File: src/common/cpuControlPkg.sv
`default_nettype none

package cpuControlPkg;

   typedef logic [7:0] instrByteT;    // Opcode in [7:3], condition or sub-code in [2:0]
   typedef logic [3:0] flagsT;

   localparam int FlagC = 1;          // Carry position in the ALU flag vector

   typedef enum logic [4:0] {
      ADD    = 5'h00,
      ADDI   = 5'h01,
      ADDIB  = 5'h02,
      ADC    = 5'h03,
      ADCI   = 5'h04,
      SUB    = 5'h05,
      SUBI   = 5'h06,
      SUBIB  = 5'h07,
      SUC    = 5'h08,
      SUCI   = 5'h09,
      CMP    = 5'h0a,
      CMPI   = 5'h0b,
      AND    = 5'h0c,
      OR     = 5'h0d,
      XOR    = 5'h0e,
      NOT    = 5'h0f,
      NAND   = 5'h10,
      NOR    = 5'h11,
      NEG    = 5'h12,
      LSL    = 5'h13,
      LSR    = 5'h14,
      ASR    = 5'h15,
      LUI    = 5'h16,
      LLI    = 5'h17,
      LDW    = 5'h18,
      STW    = 5'h19,
      BRANCH = 5'h1c
   } opcodeT;

   // Only the unconditional sub-codes remain, the rest advance the PC
   typedef enum logic [2:0] {
      RET = 3'd6,
      JMP = 3'd7
   } branchCodeT;

   typedef enum logic [3:0] {
      FnNOP, FnADD, FnADC, FnSUB, FnNEG, FnAND, FnOR, FnXOR,
      FnNOT, FnNAND, FnNOR, FnLSL, FnLSR, FnASR, FnIMM, FnMEM
   } aluFnT;

   typedef enum logic       {Op1Rd1} op1SelT;
   typedef enum logic       {Op2Imm, Op2Rd2} op2SelT;
   typedef enum logic       {WdAlu, WdSys} wdSelT;        // Write data from ALU or system bus
   typedef enum logic       {ImmLong, ImmShort} immSelT;
   typedef enum logic [1:0] {Pc1, PcSysbus, PcAluOut} pcSelT;
   typedef enum logic       {LrSys} lrSelT;
   typedef enum logic       {Rs1Ra, Rs1Rd} rs1SelT;

   typedef enum logic       {Fetch, Execute} phaseT;
   typedef enum logic [1:0] {Fet1, Fet2, Fet3, Fet4} fetchStepT;
   typedef enum logic [2:0] {Exe1, Exe2, Exe3, Exe4, Exe5} execStepT;

endpackage

`default_nettype wire

File: src/common/stepIf.sv
`default_nettype none

// Sequencer position and the decoded instruction fields
interface stepIf;
   import cpuControlPkg::*;

   phaseT      phase;
   fetchStepT  fetchStep;
   execStepT   execStep;
   opcodeT     opcode;
   branchCodeT branchCode;

   modport seq (output phase, fetchStep, execStep, opcode, branchCode);
   modport dec (input phase, fetchStep, execStep, opcode, branchCode);

endinterface

`default_nettype wire

File: src/hw/cycleSequencer.sv
`default_nettype none

module cycleSequencer (
   input  wire                           Clock,
   input  wire                           nReset,
   input  wire cpuControlPkg::instrByteT OpcodeCondIn,
   stepIf.seq                            Step
);
   import cpuControlPkg::*;

   phaseT     phase;
   fetchStepT fetchStep;
   execStepT  execStep;
   opcodeT    opcode;
   logic      memOp;
   logic      lastExec;

   assign opcode   = opcodeT'(OpcodeCondIn[7:3]);
   assign memOp    = (opcode == LDW) || (opcode == STW);
   assign lastExec = (execStep == Exe5) || !memOp;   // Loads and stores run to Exe5

   always_ff @(posedge Clock or negedge nReset) begin
      if (!nReset) begin
         phase     <= Fetch;
         fetchStep <= Fet1;
         execStep  <= Exe1;
      end else if (phase == Fetch) begin
         fetchStep <= fetchStepT'(fetchStep + 2'd1);   // Wraps back to Fet1 after Fet4
         if (fetchStep == Fet4) begin
            phase    <= Execute;
            execStep <= Exe1;
         end
      end else if (lastExec) begin
         phase <= Fetch;
      end else begin
         execStep <= execStepT'(execStep + 3'd1);
      end
   end

   assign Step.phase      = phase;
   assign Step.fetchStep  = fetchStep;
   assign Step.execStep   = execStep;
   assign Step.opcode     = opcode;
   assign Step.branchCode = branchCodeT'(OpcodeCondIn[2:0]);

endmodule

`default_nettype wire

File: src/decode/busCycleDecoder.sv
`default_nettype none

module busCycleDecoder (
   stepIf.dec   Step,
   output logic MemEn,
   output logic nWE,
   output logic nOE,
   output logic nME,
   output logic ENB,
   output logic ALE,
   output logic IrWe,
   output logic PcEn
);
   import cpuControlPkg::*;

   logic isLoad;
   logic isStore;

   assign isLoad  = (Step.opcode == LDW);
   assign isStore = (Step.opcode == STW);

   always_comb begin
      MemEn = 1'b0;
      nWE   = 1'b0;
      nOE   = 1'b0;
      nME   = 1'b0;
      ENB   = 1'b0;
      ALE   = 1'b0;
      IrWe  = 1'b0;
      PcEn  = 1'b0;
      if (Step.phase == Fetch) begin
         case (Step.fetchStep)
            Fet1: begin   // PC out as the fetch address
               ALE  = 1'b1;
               nME  = 1'b1;
               nWE  = 1'b1;
               nOE  = 1'b1;
               PcEn = 1'b1;
            end
            Fet2: begin
               nWE   = 1'b1;
               MemEn = 1'b1;
            end
            Fet3: begin
               MemEn = 1'b1;
               ENB   = 1'b1;   // Instruction onto the system bus
               nWE   = 1'b1;
            end
            default: begin
               nME   = 1'b1;
               nWE   = 1'b1;
               MemEn = 1'b1;
               IrWe  = 1'b1;
            end
         endcase
      end else begin
         case (Step.execStep)
            Exe1: begin
               nME  = 1'b1;
               PcEn = !(isLoad || isStore);
            end
            Exe2: begin   // Effective address latched
               nME = isLoad || isStore;
               ALE = isLoad || isStore;
               nWE = isLoad || isStore;
               nOE = isLoad || isStore;
            end
            Exe3: begin
               MemEn = isLoad;
               nOE   = isStore;
               nWE   = isLoad || isStore;
            end
            Exe4: begin
               MemEn = isLoad;
               ENB   = isLoad;   // Read data onto the bus
               nWE   = isLoad;
               nOE   = isStore;
            end
            default: begin
               nME   = isLoad || isStore;
               nWE   = isLoad;
               MemEn = isLoad;
               nOE   = isStore;
            end
         endcase
      end
   end

endmodule

`default_nettype wire

File: src/decode/datapathDecoder.sv
`default_nettype none

module datapathDecoder (
   input  wire                        Clock,
   input  wire                        nReset,
   input  wire cpuControlPkg::flagsT  Flags,
   stepIf.dec                         Step,
   output cpuControlPkg::aluFnT       AluOp,
   output cpuControlPkg::op1SelT      Op1Sel,
   output cpuControlPkg::op2SelT      Op2Sel,
   output logic                       AluEn,
   output logic                       AluWe,
   output logic                       SpEn,
   output logic                       SpWe,
   output logic                       LrEn,
   output logic                       LrWe,
   output cpuControlPkg::lrSelT       LrSel,
   output logic                       PcWe,
   output cpuControlPkg::pcSelT       PcSel,
   output cpuControlPkg::wdSelT       WdSel,
   output cpuControlPkg::immSelT      ImmSel,
   output cpuControlPkg::rs1SelT      Rs1Sel,
   output logic                       RegWe,
   output logic                       CFlag
);
   import cpuControlPkg::*;

   flagsT statusReg;
   logic  statusWe;
   aluFnT aluFn;
   logic  memOp;

   // ALU function of the single-cycle arithmetic and logic opcodes
   function automatic aluFnT aluFunction(input opcodeT op);
      case (op)
         ADD, ADDI, ADDIB:            return FnADD;
         ADC, ADCI, SUC, SUCI:        return FnADC;
         SUB, SUBI, SUBIB, CMP, CMPI: return FnSUB;
         AND:                         return FnAND;
         OR:                          return FnOR;
         XOR:                         return FnXOR;
         NOT:                         return FnNOT;
         NAND:                        return FnNAND;
         NOR:                         return FnNOR;
         NEG:                         return FnNEG;
         LSL:                         return FnLSL;
         LSR:                         return FnLSR;
         ASR:                         return FnASR;
         default:                     return FnNOP;
      endcase
   endfunction

   assign aluFn = aluFunction(Step.opcode);
   assign memOp = (Step.opcode == LDW) || (Step.opcode == STW);

   always_comb begin
      AluOp    = FnNOP;
      Op1Sel   = Op1Rd1;
      Op2Sel   = Op2Imm;
      AluEn    = 1'b0;
      AluWe    = 1'b0;
      LrWe     = 1'b0;
      LrSel    = LrSys;
      PcWe     = 1'b0;
      PcSel    = Pc1;
      WdSel    = WdAlu;
      ImmSel   = ImmLong;
      Rs1Sel   = Rs1Ra;
      RegWe    = 1'b0;
      statusWe = 1'b0;
      if (Step.phase == Execute) begin
         case (Step.execStep)
            Exe1: begin
               case (Step.opcode)
                  ADD, SUB, CMP, AND, OR, XOR, NAND, NOR: Op2Sel = Op2Rd2;
                  ADDI, SUBI, CMPI, ADCI, SUCI, LSL, LSR, ASR: ImmSel = ImmShort;
                  ADDIB, SUBIB: Rs1Sel = Rs1Rd;
                  default: ;
               endcase
               PcWe = !memOp;   // Everything but LDW/STW retires here
               if (aluFn != FnNOP) begin
                  AluOp    = aluFn;
                  statusWe = 1'b1;
                  RegWe    = (Step.opcode != CMP) && (Step.opcode != CMPI);
               end else if (memOp) begin   // Base plus offset, held for Exe2
                  AluOp  = FnADD;
                  ImmSel = ImmShort;
                  AluEn  = 1'b1;
                  AluWe  = 1'b1;
               end else if ((Step.opcode == LUI) || (Step.opcode == LLI)) begin
                  AluOp = FnIMM;
                  AluEn = 1'b1;
                  RegWe = 1'b1;
               end else if (Step.opcode == BRANCH) begin
                  case (Step.branchCode)
                     RET: begin
                        LrWe  = 1'b1;
                        PcSel = PcSysbus;
                     end
                     JMP: begin
                        AluOp  = FnADD;
                        ImmSel = ImmShort;
                        PcSel  = PcAluOut;
                     end
                     default: ;
                  endcase
               end
            end
            Exe2: begin
               AluOp  = FnADD;
               ImmSel = ImmShort;
               AluEn  = memOp;
            end
            Exe3: begin   // Store data or load target through the ALU
               AluOp  = FnMEM;
               Rs1Sel = Rs1Rd;
               AluEn  = memOp;
               AluWe  = memOp;
            end
            Exe4: AluEn = (Step.opcode == STW);
            default: begin
               PcWe  = 1'b1;
               AluEn = (Step.opcode == STW);
               if (Step.opcode == LDW) begin
                  WdSel = WdSys;   // Load data from the bus
                  RegWe = 1'b1;
               end
            end
         endcase
      end
   end

   always_ff @(posedge Clock or negedge nReset) begin
      if (!nReset) begin
         statusReg <= '0;
      end else if (statusWe) begin
         statusReg <= Flags;
      end
   end

   assign CFlag = statusReg[FlagC];

   // No stack pointer or link-register reads in this instruction set
   assign SpEn = 1'b0;
   assign SpWe = 1'b0;
   assign LrEn = 1'b0;

endmodule

`default_nettype wire

File: src/hw/controlTop.sv
`default_nettype none

module controlTop (
   input  wire                        Clock,
   input  wire                        nReset,
   input  wire cpuControlPkg::instrByteT OpcodeCondIn,
   input  wire cpuControlPkg::flagsT  Flags,
   output cpuControlPkg::aluFnT       AluOp,
   output cpuControlPkg::op1SelT      Op1Sel,
   output cpuControlPkg::op2SelT      Op2Sel,
   output logic                       AluEn,
   output logic                       AluWe,
   output logic                       SpEn,
   output logic                       SpWe,
   output logic                       LrEn,
   output logic                       LrWe,
   output cpuControlPkg::lrSelT       LrSel,
   output logic                       PcWe,
   output logic                       PcEn,
   output cpuControlPkg::pcSelT       PcSel,
   output logic                       IrWe,
   output cpuControlPkg::wdSelT       WdSel,
   output cpuControlPkg::immSelT      ImmSel,
   output cpuControlPkg::rs1SelT      Rs1Sel,
   output logic                       RegWe,
   output logic                       MemEn,    // Pad control
   output logic                       nWE,
   output logic                       nOE,
   output logic                       nME,
   output logic                       ENB,
   output logic                       ALE,
   output logic                       CFlag
);

   stepIf stepBus ();

   cycleSequencer sequencer0 (
      .Clock        (Clock),
      .nReset       (nReset),
      .OpcodeCondIn (OpcodeCondIn),
      .Step         (stepBus.seq)
   );

   busCycleDecoder busDecoder0 (
      .Step  (stepBus.dec),
      .MemEn (MemEn),
      .nWE   (nWE),
      .nOE   (nOE),
      .nME   (nME),
      .ENB   (ENB),
      .ALE   (ALE),
      .IrWe  (IrWe),
      .PcEn  (PcEn)
   );

   datapathDecoder dpDecoder0 (
      .Clock  (Clock),
      .nReset (nReset),
      .Flags  (Flags),
      .Step   (stepBus.dec),
      .AluOp  (AluOp),
      .Op1Sel (Op1Sel),
      .Op2Sel (Op2Sel),
      .AluEn  (AluEn),
      .AluWe  (AluWe),
      .SpEn   (SpEn),
      .SpWe   (SpWe),
      .LrEn   (LrEn),
      .LrWe   (LrWe),
      .LrSel  (LrSel),
      .PcWe   (PcWe),
      .PcSel  (PcSel),
      .WdSel  (WdSel),
      .ImmSel (ImmSel),
      .Rs1Sel (Rs1Sel),
      .RegWe  (RegWe),
      .CFlag  (CFlag)
   );

endmodule

`default_nettype wire

File: config.mk
export PLATFORM = sky130hd
export DESIGN_NAME = controlTop
export DESIGN_NICKNAME = d
export VERILOG_FILES = /design/src/common/cpuControlPkg.sv /design/src/common/stepIf.sv /design/src/hw/cycleSequencer.sv /design/src/decode/busCycleDecoder.sv /design/src/decode/datapathDecoder.sv /design/src/hw/controlTop.sv
export SDC_FILE = /design/constraint.sdc
export NUM_CORES = 1
export LEC_CHECK = 0
export ABC_AREA = 1
export BUFFER_PORTS_ARGS = -buffer_cell sky130_fd_sc_hd__buf_2
export CAP_MARGIN = 15
export CORE_MARGIN = 4
export CORE_UTILIZATION = 47
export CTS_CLUSTER_DIAMETER = 100
export DETAILED_ROUTE_END_ITERATION = 6
export GPL_TIMING_DRIVEN = 0
export PLACE_DENSITY_LB_ADDON = 0.2
export SLEW_MARGIN = 25
export SYNTH_ARGS = -nofsm -noshare
export SYNTH_HDL_FRONTEND = slang
export SYNTH_SLANG_ARGS = --single-unit
File: constraint.sdc
create_clock -name Clock -period 1.4 [get_ports Clock]
set_input_delay 0 -clock Clock [delete_from_list [all_inputs] [get_ports Clock]]
set_output_delay 0 -clock Clock [all_outputs]
set_load 0.05 [all_outputs]
# == Word level (Yosys, flattened, before mapping) ==
# Memories as Yosys holds them, arrays and structs flattened.
# Cells that the tools add are included.
# word_totals
reg_bits,8
mem_bits_ro,128
mem_count,1
latchBits,0
ramBits,0
out_inout_bits,29
# mem_list
memory,words,word_bits,read_ports,rd_ports_with_merged_regs,write_ports,line,rtl
(name not given),32,4,1,0,0,datapathDecoder.sv:35,case (op)
# op_classes
shifts,0
n_div,0
n_mul,0
n_addsub,2
mux,82
bitwise,0
order_cmp,0
eq_ne,34
reduce_logical,21
# ops
op,count
2-to-1 mux 1 bit,57
equality test 5 bit (second input constant),10
equality test 5 x 4 -> 1 bit (second input constant),6
equality test 5 x 3 -> 1 bit (second input constant),4
2-to-1 mux 4 bit,5
one-hot mux 1 bit (2 select lines),9
OR reduction 8 bit,2
2-to-1 mux 2 bit,6
one-hot mux 4 bit (3 select lines),1
inequality test 5 x 4 -> 1 bit (second input constant),2
OR reduction 2 bit,5
equality test 3 bit (second input constant),3
2-to-1 mux 3 bit,3
equality test 3 x 2 -> 1 bit (second input constant),2
OR reduction 3 bit,2
equality test 5 x 1 -> 1 bit (second input constant),1
equality test 5 x 2 -> 1 bit (second input constant),1
zero test 5 bit,1
equality test 2 bit (second input constant),2
one-hot mux 2 bit (2 select lines),1
nonzero test 4 bit,1
OR reduction 4 bit,1
adder 3 x 1 -> 3 bit (second input constant),1
equality test 3 x 1 -> 1 bit (second input constant),1
other kinds (10),12

# == Longest topological paths before layout ==
# Gate-level depths: netlist of the first run.
# logic_depth
depth_word,10
mapped_depth,13

# == Modules after synthesis ==
# From an unflattened synthesis of the first run, not the netlist that was laid out.
# hier_totals
cells_unflattened,233
area_unflattened_um2,1445.1
# modules_own_cells
mod,seq_area_each_um2,cells_per_inst,area_per_inst_um2,n_inst
datapathDecoder,25.0,144,799.5,1
cycleSequencer,150.1,42,381.6,1
busCycleDecoder,0.0,47,264.0,1

# == Least setup slack after synthesis of the first run ==
# OpenSTA, ideal clock, no wires.
# synth_timing
kind,register to output
start,register sequencer0.execStep[1] (netlist: sequencer0.Step.execStep[1])
end,output port LrWe
arrival_time_ns,2.655
path_stages_with_launch,9
path_buffers,0
setup_slack_ns,-1.255
required_time_ns,1.400
path_cell_list,dfrtp_1 -> inv_1 -> ha_1 -> inv_1 -> nor2_2 -> inv_1 -> nor2_4 -> inv_2 -> nor4_1
# synth_via
elab_chain_len,3
# synth_lines
item,line,rtl
from (decl),cycleSequencer.sv:13,execStepT execStep;
from (signal assigned),cycleSequencer.sv:36,execStep <= execStepT'(execStep + 3'd1);
zero test 3 bit,datapathDecoder.sv:72,case (Step.execStep)
2-to-1 mux 1 bit,datapathDecoder.sv:72,
2-to-1 mux 1 bit,datapathDecoder.sv:71,if (Step.phase == Execute) begin
to (decl),controlTop.sv:16,"output logic LrWe,"
# Every way passes these cells.

# == Final worst setup path of the first run ==
# layout_timing
start,register sequencer0.execStep[1] (netlist: sequencer0.Step.execStep[1])
end,output port PcSel[0]
# layout_via
elab_chain_len,3
# layout_lines
item,line,rtl
zero test 3 bit,datapathDecoder.sv:72,
2-to-1 mux 2 bit,datapathDecoder.sv:72,
2-to-1 mux 2 bit,datapathDecoder.sv:71,
to (decl),controlTop.sv:20,"output cpuControlPkg::pcSelT PcSel,"
# Every way passes these cells.

==> summary.txt, run 1 <==
Die
  • Core area: 2781 um^2
  • Die Y: around 62 um
  • Die footprint: a little under 4000 um^2
  • Starting Density: 0.4957
  • Die Span X: between 60 and 70 um
  • Num rows: 19
  • Boundary Pins: 43

Clock network
  • CTS H-tree depth: 1
  • CTS tree: done
  • CTS Buffer Depth: 2
  • Clock Latency Late Sink: between 0.2 and 0.3 ns
  • Clock transition at the registers of the reported paths: about 0.05 ns
  • Root Driver: clkbuf_4
  • Clk sinks: 7
  • CTS buffer count: 3

Layout
  • Commonest non-fill, non-tap cell in the layout: nand2_1
  • Number of diodes: 0
  • Ratio of cells with drive above 1 in the final layout: 0.5993
  • Nets: 317
  • Area delta synth->final: 79.49%
  • Most frequent cells in the layout: 40 x nand2_1, 29 x buf_4, 27 x buf_6, 16 x nand2_2, 14 x inv_1

Synth
  • Post-synth ARST share: 1.000
  • Mapped Cells: approximately 210
  • FF+latch count, synth: 7
  • Synth Area in XOR/XNOR: 0.006352
  • Largest family of logic cells by synthesized area: simple AND/OR/NAND/NOR gates
  • Count of different cell masters after synthesis: 38
  • Yosys Warn Count: 0
  • Simple-gate share of the synthesized area: 0.4428
  • Ys flop type: dfrtp_1
  • Mapped Area: between 1000 and 1500 um^2
  • Syn avg cell area: approximately 6.5 um^2
  • Register area share after synthesis: 0.1270
  • Synth Area in Adders: 0.1361
  • Mux cell area share after synthesis: 0
  • Number of flops mapped to enable cells by yosys: 0
  • Compound-Gate Fraction of Synth Area: 0.1279

Global route
  • Met2 GRT Util: 0.4469
  • Most Crowded Layer GR: met2
  • Antenna violations before repair: 0
  • Met3 global-route usage: 0.01261
  • Met1 GRT Util: 0.3352
  • Vias in the first global route: approximately 1,700
  • Gr usage total: 0.2638
  • Grt ovf: 0
  • First-pass GRT wire length: about 8.3 mm
  • Largest net degree at the start of global routing: 11

STA
  • RSZ-0062 raised after global routing: yes
  • Final period utilization: 1.377
  • Setup TNS: -7.953 ns
  • Hold Violations, Final: 0
  • Clk_skew: ~0.0033 ns
  • Final Slew Violations: 0
  • Final Worst Setup Slack: -0.5275 ns
  • Fmax: 518.8 MHz
  • Endpoints failing setup: 23
  • Min Tclk post-route: about 1.9 ns

Status
  • Violated checks: negative setup slack
  • Run status: finished, violations left

Pwr
  • Tot Pwr: about 4.8 mW
  • Worst IR Drop VDD: approximately 3000 uV
  • Psw: 2.755 mW
  • Switch share: 0.5775
  • Pwr/cell area: between 1500 and 2000 nW/um^2
  • Leak Pwr: 1.225 nW
  • Seq pwr share: 0.068
  • Combinational share of power: 0.895
  • Clock power frac: 0.037
  • Internal Dissipation: slightly above 2 mW

Job
  • Max_cap viols: 0

Worst setup path
  • Crit end category: output port
  • CP required: between 1 and 1.5 ns
  • Worst EP arrival: 1.93 ns
  • Critical path class: reg -> out
  • Type of origin of the critical path: flop
  • Max FO, Critical Path: 5

Detailed routing
  • DR DRC count: 0
  • Vias after detailed routing: approximately 2,100
  • Routed Antenna Nets: 0
  • Initial drt markers: about 270
  • Number of vias per cell: about 6.5
  • TritonRoute pass-1 iters: 7
  • Routed WL: 6.963 mm
  • Routed len/inst: 21.90 um

Placement
  • Routability Congestion: around 0.89
  • Port Buffer Count: 32
  • Placement Setup Slack: -0.4532 ns
  • Dpl hpwl: 2.868 mm

Hold path
  • HP Class: in -> reg
## power groups by stage
| stage | sequential, mW | combinational (mW) | clock, mW |
|---|---|---|---|
| floorplan | 0.385 | 2.06 | 0 |
| detailed placement | 0.350 | 2.55 | 0 |
| global placement | 0.345 | 2.54 | 0 |
| global route | 0.325 | 4.38 | 0.199 |
| CTS | 0.315 | 3.62 | 0.184 |
| finish | 0.324 | 4.27 | 0.175 |
## worst paths after layout
| path | slack, ns | start | cells after the start | endpoint |
|---|---|---|---|---|
| setup / recovery | -0.53 | sequencer0.Step.execStep[1] | 10 | PcSel[0] |
| hold reg to reg | 0.50 | dpDecoder0.statusReg[1] | 2 | dpDecoder0.statusReg[1] |
| max in group asynchronous | 1.13 | nReset | 2 | sequencer0.Step.execStep[1] |
| hold / removal | 0.10 | Flags[1] | 3 | dpDecoder0.statusReg[1] |
| min in group asynchronous | 0.11 | nReset | 2 | sequencer0.Step.execStep[0] |
| setup reg to reg | -0.15 | sequencer0.Step.execStep[1] | 10 | dpDecoder0.statusReg[1] |
## layer usage
layer	wire length (um)	share of wire
met1	2366	0.34
met2	3233	0.46
met3	800	0.11
met4	562	0.081
met5	0	0
## sequential cells by signal, indices dropped and copies added (netlist names)
signal and flops:
sequencer0.Step.execStep 3, sequencer0.Step.fetchStep 2, dpDecoder0.statusReg 1, sequencer0.Step.phase 1
## repair_timing
item / 4_1_cts / 5_1_grt
setup endpoints to repair: 24 / 27
gates cloned: 1 / 0
pin swaps: 20 / 13
endpoints found under the hold margin: 7 / 0
gates resized for setup: 91 / 30
buffers inserted: 22 / 10
hold buffers: 1 / 0
## area by class of cell
| class | instances | area (um^2) |
|---|---|---|
| fillers | 114 | 306.5 |
| well taps | 31 | 38.79 |
| flip-flops and latches | 7 | 176.4 |
| inverters | 34 | 165.2 |
| repair buffers | 66 | 628.1 |
| plain buffers | 10 | 91.34 |
| clock buffers | 4 | 26.28 |
| multi-input cells | 166 | 1349 |
## cell usage after synthesis (2+ instances only)
cell / count / share of area
a211oi_1: 2 / 0.011
a21oi_1: 4 / 0.015
a31oi_1: 3 / 0.014
buf_4: 5 / 0.027
buf_6: 3 / 0.024
dfrtp_1: 7 / 0.13
ha_1: 15 / 0.14
inv_1: 24 / 0.065
inv_2: 8 / 0.022
nand2_1: 55 / 0.15
nand2_2: 8 / 0.036
nand2_4: 3 / 0.024
nand3_1: 17 / 0.062
nand4_1: 3 / 0.014
nor2_1: 15 / 0.041
nor2_2: 5 / 0.023
nor2_4: 2 / 0.016
nor3_1: 4 / 0.015
nor4_1: 2 / 0.0091
o21ai_0: 6 / 0.022
o21ai_1: 2 / 0.0073
o21ai_2: 2 / 0.013
o22ai_1: 3 / 0.014
## through the flow
step / hold slack [ns] / instances / cell area [um^2] / util
after floorplan: -0.2956 / 217 / 1553 / -
after global placement: -0.1628 / 280 / 1752 / 0.6298
final: 0.1006 / 318 / 2475 / 0.8898
after detailed placement: -0.1649 / 280 / 1752 / 0.6298
after CTS: 0.04357 / 308 / 2287 / 0.8223
after global routing: 0.06593 / 318 / 2475 / 0.8898
## kinds of logic (layout without fill, tap and decap cells)
kind of cell    after synthesis  after routing
flops                         7              7
xor+xnor                      1              1
simple gates                120            120
fa+ha+maj                    15             15
other cells                   1              5
buf+inv                      44            114
compound gates               25             25
## worst max-delay path: stages, from the launching register on
cell     delay [ns]
dfrtp_2        0.42
inv_4          0.08
ha_4           0.14
inv_4          0.04
nor2_4         0.17
inv_2          0.10
nor2_4         0.13
buf_6          0.14
inv_4          0.06
nor4_4         0.20
buf_6          0.21
Note: power is estimated with default switching activity, not from simulation.
==> run 2, diff against run 1 <==
--- a/config.mk
+++ b/config.mk
@@ -12,7 +12,6 @@
 export CORE_UTILIZATION = 47
 export CTS_CLUSTER_DIAMETER = 100
 export DETAILED_ROUTE_END_ITERATION = 6
-export GPL_TIMING_DRIVEN = 0
 export PLACE_DENSITY_LB_ADDON = 0.2
 export SLEW_MARGIN = 25
 export SYNTH_ARGS = -nofsm -noshare
==> run 2 against run 1 <==
The flow still finishes with violations (negative setup slack). Cell count is 7.5% higher. Clock-buffer cell count unchanged. Sequential power increased by 2%. Clock power up 2%. Clock skew shrank 0.0028 ns. Maximum frequency up 1.8%. Final area rose by 2.3%. Critical endpoint is now LrWe. Largest cell class unchanged.
==> summary.txt, run 2 (same netlist as run 1, synthesis figures left out) <==
Status
  • Run status: finished, violations left
  • Violated checks: negative setup slack

STA
  • Final period utilization: 1.353
  • Min Tclk post-route: 1.894 ns
  • Endpoints failing setup: 26
  • Min Hold Slack: 0.1027 ns
  • Fmax: approximately 530 MHz
  • Final Worst Setup Slack: -0.4939 ns
  • Hold Violations, Final: 0
  • Clk_skew: approximately 0.00045 ns
  • Final Slew Violations: 0
  • RSZ-0062 raised after global routing: yes

Die
  • Die Span X: 62.17 um
  • Starting Density: 0.4957
  • Num rows: 19
  • Die Y: 62.17 um
  • Die footprint: approximately 3900 um^2
  • Boundary Pins: 43
  • Core area: 2781 um^2

Layout
  • Max reg flops: 3
  • Area delta synth->final: 83.67%
  • Regs by FF count: sequencer0.Step.execStep (3), sequencer0.Step.fetchStep (2)
  • Number of diodes: 0
  • Nets: approximately 340
  • Commonest non-fill, non-tap cell in the layout: buf_4
  • Finished Cell Area: around 2500 um^2
  • Fin cells: about 340
  • Ratio of cells with drive above 1 in the final layout: 0.6174
  • Top reg by flops: sequencer0.Step.execStep
  • Most frequent cells in the layout: 58 x buf_4, 41 x nand2_1, 20 x buf_6, 19 x nand2_2, 16 x inv_1

Global route
  • Largest net degree at the start of global routing: 12
  • Grt ovf: 0
  • First-pass GRT wire length: about 8.4 mm
  • Gr usage total: 0.2615
  • Vias in the first global route: 1,769
  • Antenna violations before repair: 0

Detailed routing
  • Routed Antenna Nets: 0
  • Routed WL: between 7 and 8 mm
  • Number of vias per cell: around 6.2
  • Vias after detailed routing: about 2,100
  • DR DRC count: 0
  • TritonRoute pass-1 iters: 7
  • Initial drt markers: approximately 260
  • Routed len/inst: approximately 21 um

Clock network
  • CTS buffer count: 3
  • Clock transition at the registers of the reported paths: 0.05 ns
  • CTS tree: done
  • CTS Buffer Depth: 2
  • Root Driver: clkbuf_4
  • CTS H-tree depth: 1
  • Clock Latency Late Sink: roughly 0.25 ns
  • Clk sinks: 7

Job
  • Max_cap viols: 0

Worst setup path
  • CP max-delay cell: dfrtp_1
  • Max FO, Critical Path: 4
  • Type of origin of the critical path: flop
  • CP required: about 1.4 ns
  • Slowest stage delay, CP: around 0.41 ns
  • Worst EP arrival: roughly 1.9 ns
  • WP depth: 10
  • Crit end category: output port
  • Critical path class: reg -> out
  • Top delay family on crit path: buffers and inverters
  • CP Buf/Inv Count: 6
  • R2r worst-path depth: 10
  • Crit path cell chain: inv_2 > ha_4 > inv_2 > nor2_4 > inv_2 > nor2_4 > inv_2 > buf_12 > nor4_4 > buf_6
  • Most frequent CP cell: inv_2

Placement
  • Dpl hpwl: approximately 3.4 mm
  • Routability Congestion: just under 1
  • Placed Cells incl. Taps: roughly 320
  • DP Area: between 2000 and 2500 um^2
  • Port Buffer Count: 34

Hold path
  • Hold path depth: 3
  • HP Class: in -> reg

Pwr
  • Leak Pwr: 1.296 nW
  • Pwr/cell area: about 1800 nW/um^2
  • Worst IR Drop VDD: approximately 2500 uV
-- run 2: report_power, final --
part	total [mW]	switching, mW	leakage (nW)	internal (mW)
Clock	0.179	0.0708	0.0150	0.109
Sequential	0.329	0.0547	0.0890	0.274
Combinational	4.02	2.50	1.19	1.52
-- run 2: tightest hold or removal path: cells and delay by family --
family | cells | cell delay, ns
and+or+nand+nor | 2 | 0.19
buffers and inverters | 1 | 0.11
-- run 2: per-stage QoR --
stage          total power [mW]  setup slack [ns]  utilization  TNS, ns
2_1_floorplan             2.442           -0.3801            -   -1.612
3_3_place_gp              3.230           -0.1666       0.7467   -1.914
3_5_place_dp              3.287           -0.2114       0.7467   -2.773
4_1_cts                   4.073           -0.3821       0.8583   -5.913
5_1_grt                   4.669           -0.5740       0.9105   -10.18
6_report                  4.528           -0.4939       0.9105   -8.295
-- run 2: timing repair --
item,CTS,global route
hold endpoints to repair,7,0
setup buffers,8,6
pin swaps,7,8
setup endpoints to repair,25,26
hold buffers,1,0
gates resized for setup,65,27
-- run 2: final timing paths --
path | slack [ns] | start | endpoint
worst max-delay path | -0.49 | sequencer0.Step.execStep[0] | LrWe
worst min-delay path | 0.10 | Flags[1] | dpDecoder0.statusReg[1]
worst max register to register | -0.16 | sequencer0.Step.execStep[0] | dpDecoder0.statusReg[1]
worst min register to register | 0.49 | dpDecoder0.statusReg[1] | dpDecoder0.statusReg[1]
max in group asynchronous | 1.13 | nReset | sequencer0.Step.execStep[2]
min in group asynchronous | 0.11 | nReset | sequencer0.Step.fetchStep[0]
-- run 2: final cells by class --
| class | count | area (um^2) |
|---|---|---|
| Clock buffer | 4 | 26.28 |
| Timing Repair Buffer | 100 | 870.8 |
| Inverter | 34 | 140.1 |
| Sequential cell | 7 | 176.4 |
| Multi-Input combinational cell | 166 | 1280 |
| Tap cell | 31 | 38.79 |
| Fill cell | 110 | 249.0 |
-- run 2: routing by layer --
| layer | vias up | GRT usage | wire length (um) |
|---|---|---|---|
| met3 | 78 | 0.03063 | 807 |
| met5 | - | 0 | 0 |
| met1 | 942 | 0.3058 | 2492 |
| met4 | 0 | 0.1301 | 730 |
| met2 | 230 | 0.4624 | 3252 |
| li1 | 870 | - | - |
==> run 3, diff against run 2 <==
--- a/config.mk
+++ b/config.mk
@@ -5,15 +5,16 @@
 export SDC_FILE = /design/constraint.sdc
 export NUM_CORES = 1
 export LEC_CHECK = 0
-export ABC_AREA = 1
+export ABC_AREA = 0
 export BUFFER_PORTS_ARGS = -buffer_cell sky130_fd_sc_hd__buf_2
 export CAP_MARGIN = 15
 export CORE_MARGIN = 4
-export CORE_UTILIZATION = 47
+export CORE_UTILIZATION = 46
 export CTS_CLUSTER_DIAMETER = 100
 export DETAILED_ROUTE_END_ITERATION = 6
 export PLACE_DENSITY_LB_ADDON = 0.2
 export SLEW_MARGIN = 25
 export SYNTH_ARGS = -nofsm -noshare
 export SYNTH_HDL_FRONTEND = slang
+export SYNTH_HIERARCHICAL = 1
 export SYNTH_SLANG_ARGS = --single-unit
==> run 3 against run 2 <==
The flow now stops in global routing (5_1_grt). Area after synthesis down 2.5%. Synthesized cell count shrank 19%.
==> summary.txt, run 3 <==
Synth
  • Syn avg cell area: 7.820 um^2
  • FF+latch count, synth: 7
  • Number of flops mapped to enable cells by yosys: 0
  • Post-synth ARST share: 1.000
  • Mapped Area: 1345 um^2
  • Ys flop type: dfrtp_1
  • Yosys Warn Count: 6
  • Register area share after synthesis: 0.1302
  • Mapped Cells: 172
  • Synth cell count leaders: 13 x buf_4, 12 x ha_1, 12 x inv_1, 12 x nor2_1, 11 x a21oi_1
  • Most common cell in the netlist: buf_4
  • Synth top area cells: dfrtp_1 13%, ha_1 11%, buf_4 7.3%, a21oi_1 4.1%, mux2i_1 3.7%
  • Count of different cell masters after synthesis: just over 60
  • Top cell type's share of synthesized area: 0.1302
  • Synth area leader: dfrtp_1

Clock network
  • Root Driver: clkbuf_4
  • Clk sinks: 7
  • CTS H-tree depth: 1
  • CTS Buffer Depth: 2
  • CTS buffer count: 3

Global route
  • Grt ovf: 46
  • Largest net degree at the start of global routing: 16
  • Gr usage total: 0.6761

Placement
  • Dpl hpwl: 3.140 mm
  • Port Buffer Count: 34
  • Routability Congestion: 0.8535

Die
  • Starting Density: 0.4836
  • Num rows: 19
  • Die Span X: a little over 60 um
  • Die Y: ~62 um
  • Boundary Pins: 43

Status
  • Run Error: [ERROR GRT-0232] Routing congestion too high. Check the congestion heatmap in the GUI.
  • Stopped at: global routing (5_1_grt)
  • Run status: did not finish

STA
  • Worst_ep grt: AluEn
  • Worst EP Category: output port
-- run 3: stage by stage --
step / instances / setup WS [ns] / cell area, um^2
2_1_floorplan: 176 / -0.2320 / 1607
3_3_place_gp: 262 / -0.3213 / 1953
3_5_place_dp: 262 / -0.3890 / 1953
4_1_cts: 287 / -0.2062 / 2540
-- run 3: logic make-up after synthesis --
| group | share of synthesized area |
|---|---|
| multiplexers | 0.06511 |
| AND/OR/NAND/NOR | 0.2810 |
| XOR/XNOR | 0.01303 |
| buffers and inverters | 0.1414 |
| adder cells (fa/ha/maj) | 0.1116 |
| flip-flops | 0.1302 |
| other | 0.002788 |
| AO/OA/AOI/OAI | 0.2549 |
-- run 3: routing by layer --
layer  track usage  GRT overflow
met1        0.6547             0
met2        0.8417            19
met3        0.4938             1
met4        0.7939            26
met5       0.02857             0
-- run 3: what timing repair did --
item | 4_1_cts
pin swaps | 17
endpoints found under the setup margin | 25
hold buffers | 2
buffers inserted | 19
resized for setup | 100
endpoints found under the hold margin | 8
==> run 4, diff against run 3 <==
--- a/config.mk
+++ b/config.mk
@@ -8,11 +8,10 @@
 export ABC_AREA = 0
 export BUFFER_PORTS_ARGS = -buffer_cell sky130_fd_sc_hd__buf_2
 export CAP_MARGIN = 15
-export CORE_MARGIN = 4
-export CORE_UTILIZATION = 46
-export CTS_CLUSTER_DIAMETER = 100
+export CORE_AREA = 4 4 65 67
 export DETAILED_ROUTE_END_ITERATION = 6
-export PLACE_DENSITY_LB_ADDON = 0.2
+export DIE_AREA = 0 0 69 71
+export PLACE_DENSITY_LB_ADDON = 0.15
 export SLEW_MARGIN = 25
 export SYNTH_ARGS = -nofsm -noshare
 export SYNTH_HDL_FRONTEND = slang
==> constraint.sdc (replaced) <==
create_clock -name Clock -period 1.8 [get_ports Clock]
set_input_delay 0 -clock Clock [delete_from_list [all_inputs] [get_ports Clock]]
set_output_delay 0 -clock Clock [all_outputs]
set_load 0.05 [all_outputs]
==> run 4 against run 3 <==
Area after synthesis is the same. Synthesized cell count stayed put. The run now ends clean.
==> summary.txt, run 4 <==
Synth
  • Syn avg cell area: ~8 um^2
  • Mapped Area: roughly 1300 um^2
  • Post-synth ARST share: 1.000
  • Count of different cell masters after synthesis: 62
  • Mapped Cells: between 150 and 200
  • Synth top area cells: dfrtp_1 13%, ha_1 11%, buf_4 7.3%, a21oi_1 4.1%, mux2i_1 3.7%
  • Largest family of logic cells by synthesized area: simple AND/OR/NAND/NOR gates
  • Top cell type's share of synthesized area: 0.1302
  • Synth Area in XOR/XNOR: 0.01302
  • Synth cell count leaders: 13 x buf_4, 12 x ha_1, 12 x inv_1, 12 x nor2_1, 11 x a21oi_1
  • Synth area leader: dfrtp_1
  • Number of flops mapped to enable cells by yosys: 0
  • FF+latch count, synth: 7
  • Register area share after synthesis: 0.1302
  • Compound-Gate Fraction of Synth Area: 0.2549
  • Synth Area in Adders: 0.1116
  • Ys flop type: dfrtp_1
  • Mux cell area share after synthesis: 0.06512
  • Yosys Warn Count: 6
  • Most common cell in the netlist: buf_4
  • Simple-gate share of the synthesized area: 0.2809

Worst setup path
  • CP required: approximately 1.8 ns
  • Slowest stage delay, CP: between 0.3 and 0.4 ns
  • Crit end category: output port
  • Top delay family on crit path: compound AO/OA/AOI/OAI gates
  • CP Buf/Inv Count: 4
  • Critical path class: in -> out
  • Crit path cell chain: buf_2 > buf_4 > ha_1 > a32o_1 > a21oi_1 > buf_4 > nand4b_1 > a31o_1 > buf_2
  • Type of origin of the critical path: input port
  • CP max-delay cell: a32o_1
  • Worst EP arrival: ~1.7 ns
  • Max FO, Critical Path: 5
  • Worst R2R Setup Slack: between 0.2 and 0.25 ns

Detailed routing
  • Vias after detailed routing: 1,393
  • Number of vias per cell: about 5
  • Routed Antenna Nets: 0
  • DR DRC count: 0
  • Routed len/inst: 13.33 um
  • TritonRoute pass-1 iters: 4
  • Routed WL: between 3 and 4 mm
  • Initial drt markers: just under 60

Status
  • Run status: completed

Global route
  • First-pass GRT wire length: around 6.2 mm
  • Antenna violations before repair: 0
  • Gr usage total: 0.1470
  • Largest net degree at the start of global routing: 16
  • Grt ovf: 0
  • Vias in the first global route: between 1,000 and 1,500

STA
  • Hold Violations, Final: 0
  • Final period utilization: 0.9415
  • Endpoints failing setup: 0
  • Min Tclk post-route: 1.695 ns
  • RSZ-0062 raised after global routing: yes
  • Final Slew Violations: 0
  • Fmax: ~600 MHz
  • Clk_skew: between 0.0004 and 0.0005 ns

Clock network
  • Clock transition at the registers of the reported paths: around 0.04 ns
  • Root Driver: clkbuf_8
  • Clock Latency Late Sink: roughly 0.22 ns
  • Clk sinks: 7
  • Setup Buffers After CTS: 0
  • CTS Buffer Depth: 2
  • CTS H-tree depth: 1
  • CTS buffer count: 3
  • CTS tree: done

Pwr
  • Worst IR Drop VDD: around 1000 uV
  • Psw: roughly 1.3 mW
  • Seq pwr share: 0.132
  • Combinational share of power: 0.770
  • Clock power frac: 0.097
  • Leak Pwr: a little over 0.8 nW
  • Pwr/cell area: roughly 1200 nW/um^2
  • Internal Dissipation: about 0.89 mW
  • Switch share: 0.5898

Layout
  • Max reg flops: 3
  • Ratio of cells with drive above 1 in the final layout: 0.4133
  • Most frequent cells in the layout: 30 x buf_4, 30 x buf_2, 12 x inv_1, 12 x ha_1, 11 x a21oi_1
  • Nets: around 250
  • Area delta synth->final: 34.70%
  • Finished Cell Area: around 1800 um^2
  • Multi-input logic area: 1059 um^2
  • Fin cells: approximately 270
  • Reg area: roughly 180 um^2
  • Top reg by flops: sequencer0/Step.execStep
  • Fillers: 383
  • Number of diodes: 0
  • Regs by FF count: sequencer0/Step.execStep (3), sequencer0/Step.fetchStep (2)
  • Core Util, Final: 0.4986

Die
  • Starting Density: 0.3702
  • Core area: roughly 3600 um^2
  • Die footprint: around 4900 um^2
  • Die Span X: between 60 and 70 um
  • Num rows: 22
  • Die Y: between 70 and 80 um
  • Boundary Pins: 43

Placement
  • Dpl hpwl: roughly 3.0 mm
  • Routability Congestion: between 0.9 and 1
  • Port Buffer Count: 34
  • Placed Cells incl. Taps: approximately 270
  • DP Area: ~1700 um^2

Hold path
  • HP Class: in -> reg

Job
  • Max_cap viols: 0
-- run 4: cell counts after synthesis --
Identical to the previous run, type by type.
-- run 4: what timing repair did --
item	4_1_cts	5_1_grt
hold buffers	1	0
setup endpoints to repair	0	8
gates resized for setup	0	12
hold endpoints to repair	7	0
-- run 4: worst paths after layout --
kind	start	to	cells after the start
setup / recovery	OpcodeCondIn[3]	RegWe	9
hold / removal	Flags[1]	dpDecoder0/statusReg[1]	2
setup reg to reg	sequencer0/Step.execStep[1]	sequencer0/Step.execStep[2]	5
hold reg to reg	sequencer0/Step.fetchStep[0]	sequencer0/Step.fetchStep[0]	1
max in group asynchronous	nReset	sequencer0/Step.fetchStep[1]	2
min in group asynchronous	nReset	sequencer0/Step.execStep[1]	2
-- run 4: logic make-up after synthesis --
logic type / count (synthesis)
other: 1
adders and majority gates: 12
xor gates and xnor gates: 2
and+or+nand+nor: 63
muxes: 8
AOI/OAI and AO/OA: 47
buffers and inverters: 32
DFF: 7
-- run 4: power by group through the flow --
| stage | Sequential, mW | Clock [mW] | Combinational (mW) |
|---|---|---|---|
| 2_1_floorplan | 0.331 | 0 | 1.23 |
| 3_3_place_gp | 0.288 | 0 | 1.65 |
| 3_5_place_dp | 0.289 | 0 | 1.66 |
| 4_1_cts | 0.287 | 0.221 | 1.67 |
| 5_1_grt | 0.302 | 0.228 | 1.80 |
| 6_report | 0.288 | 0.212 | 1.68 |
-- run 4: cell type report --
| class | count | share of cell area |
|---|---|---|
| clock buffer | 4 | 0.02486 |
| inverter | 12 | 0.02486 |
| multi-input combinational | 137 | 0.5843 |
| sequential | 7 | 0.09668 |
| tap | 48 | 0.03315 |
| timing repair buffer | 65 | 0.2362 |
-- run 4: layer usage --
metal,share of wire,GRT usage
met5,0,0
met4,0,0.02603
met3,0.044,0.008523
met2,0.52,0.2701
met1,0.43,0.1907
-- run 4: worst reg2reg max path, stage by stage (launching register included) --
cell,delay [ns]
dfrtp_1,0.49
inv_1,0.08
ha_1,0.18
a21bo_2,0.21
or4_1,0.41
o221ai_1,0.09
-- run 4: through the flow --
| step | hold WS, ns | setup slack (ns) | TNS, ns | power, mW |
|---|---|---|---|---|
| after floorplan | -0.2956 | -0.1583 | -0.2838 | 1.565 |
| after global placement | -0.1636 | 0.02351 | 0 | 1.940 |
| after detailed placement | -0.1610 | -0.04634 | -0.04634 | 1.951 |
| after CTS | 0.009518 | 0.01278 | 0 | 2.177 |
| after global routing | 0.01677 | -0.007447 | -0.008992 | 2.326 |
| final | 0.01358 | 0.1053 | 0 | 2.178 |
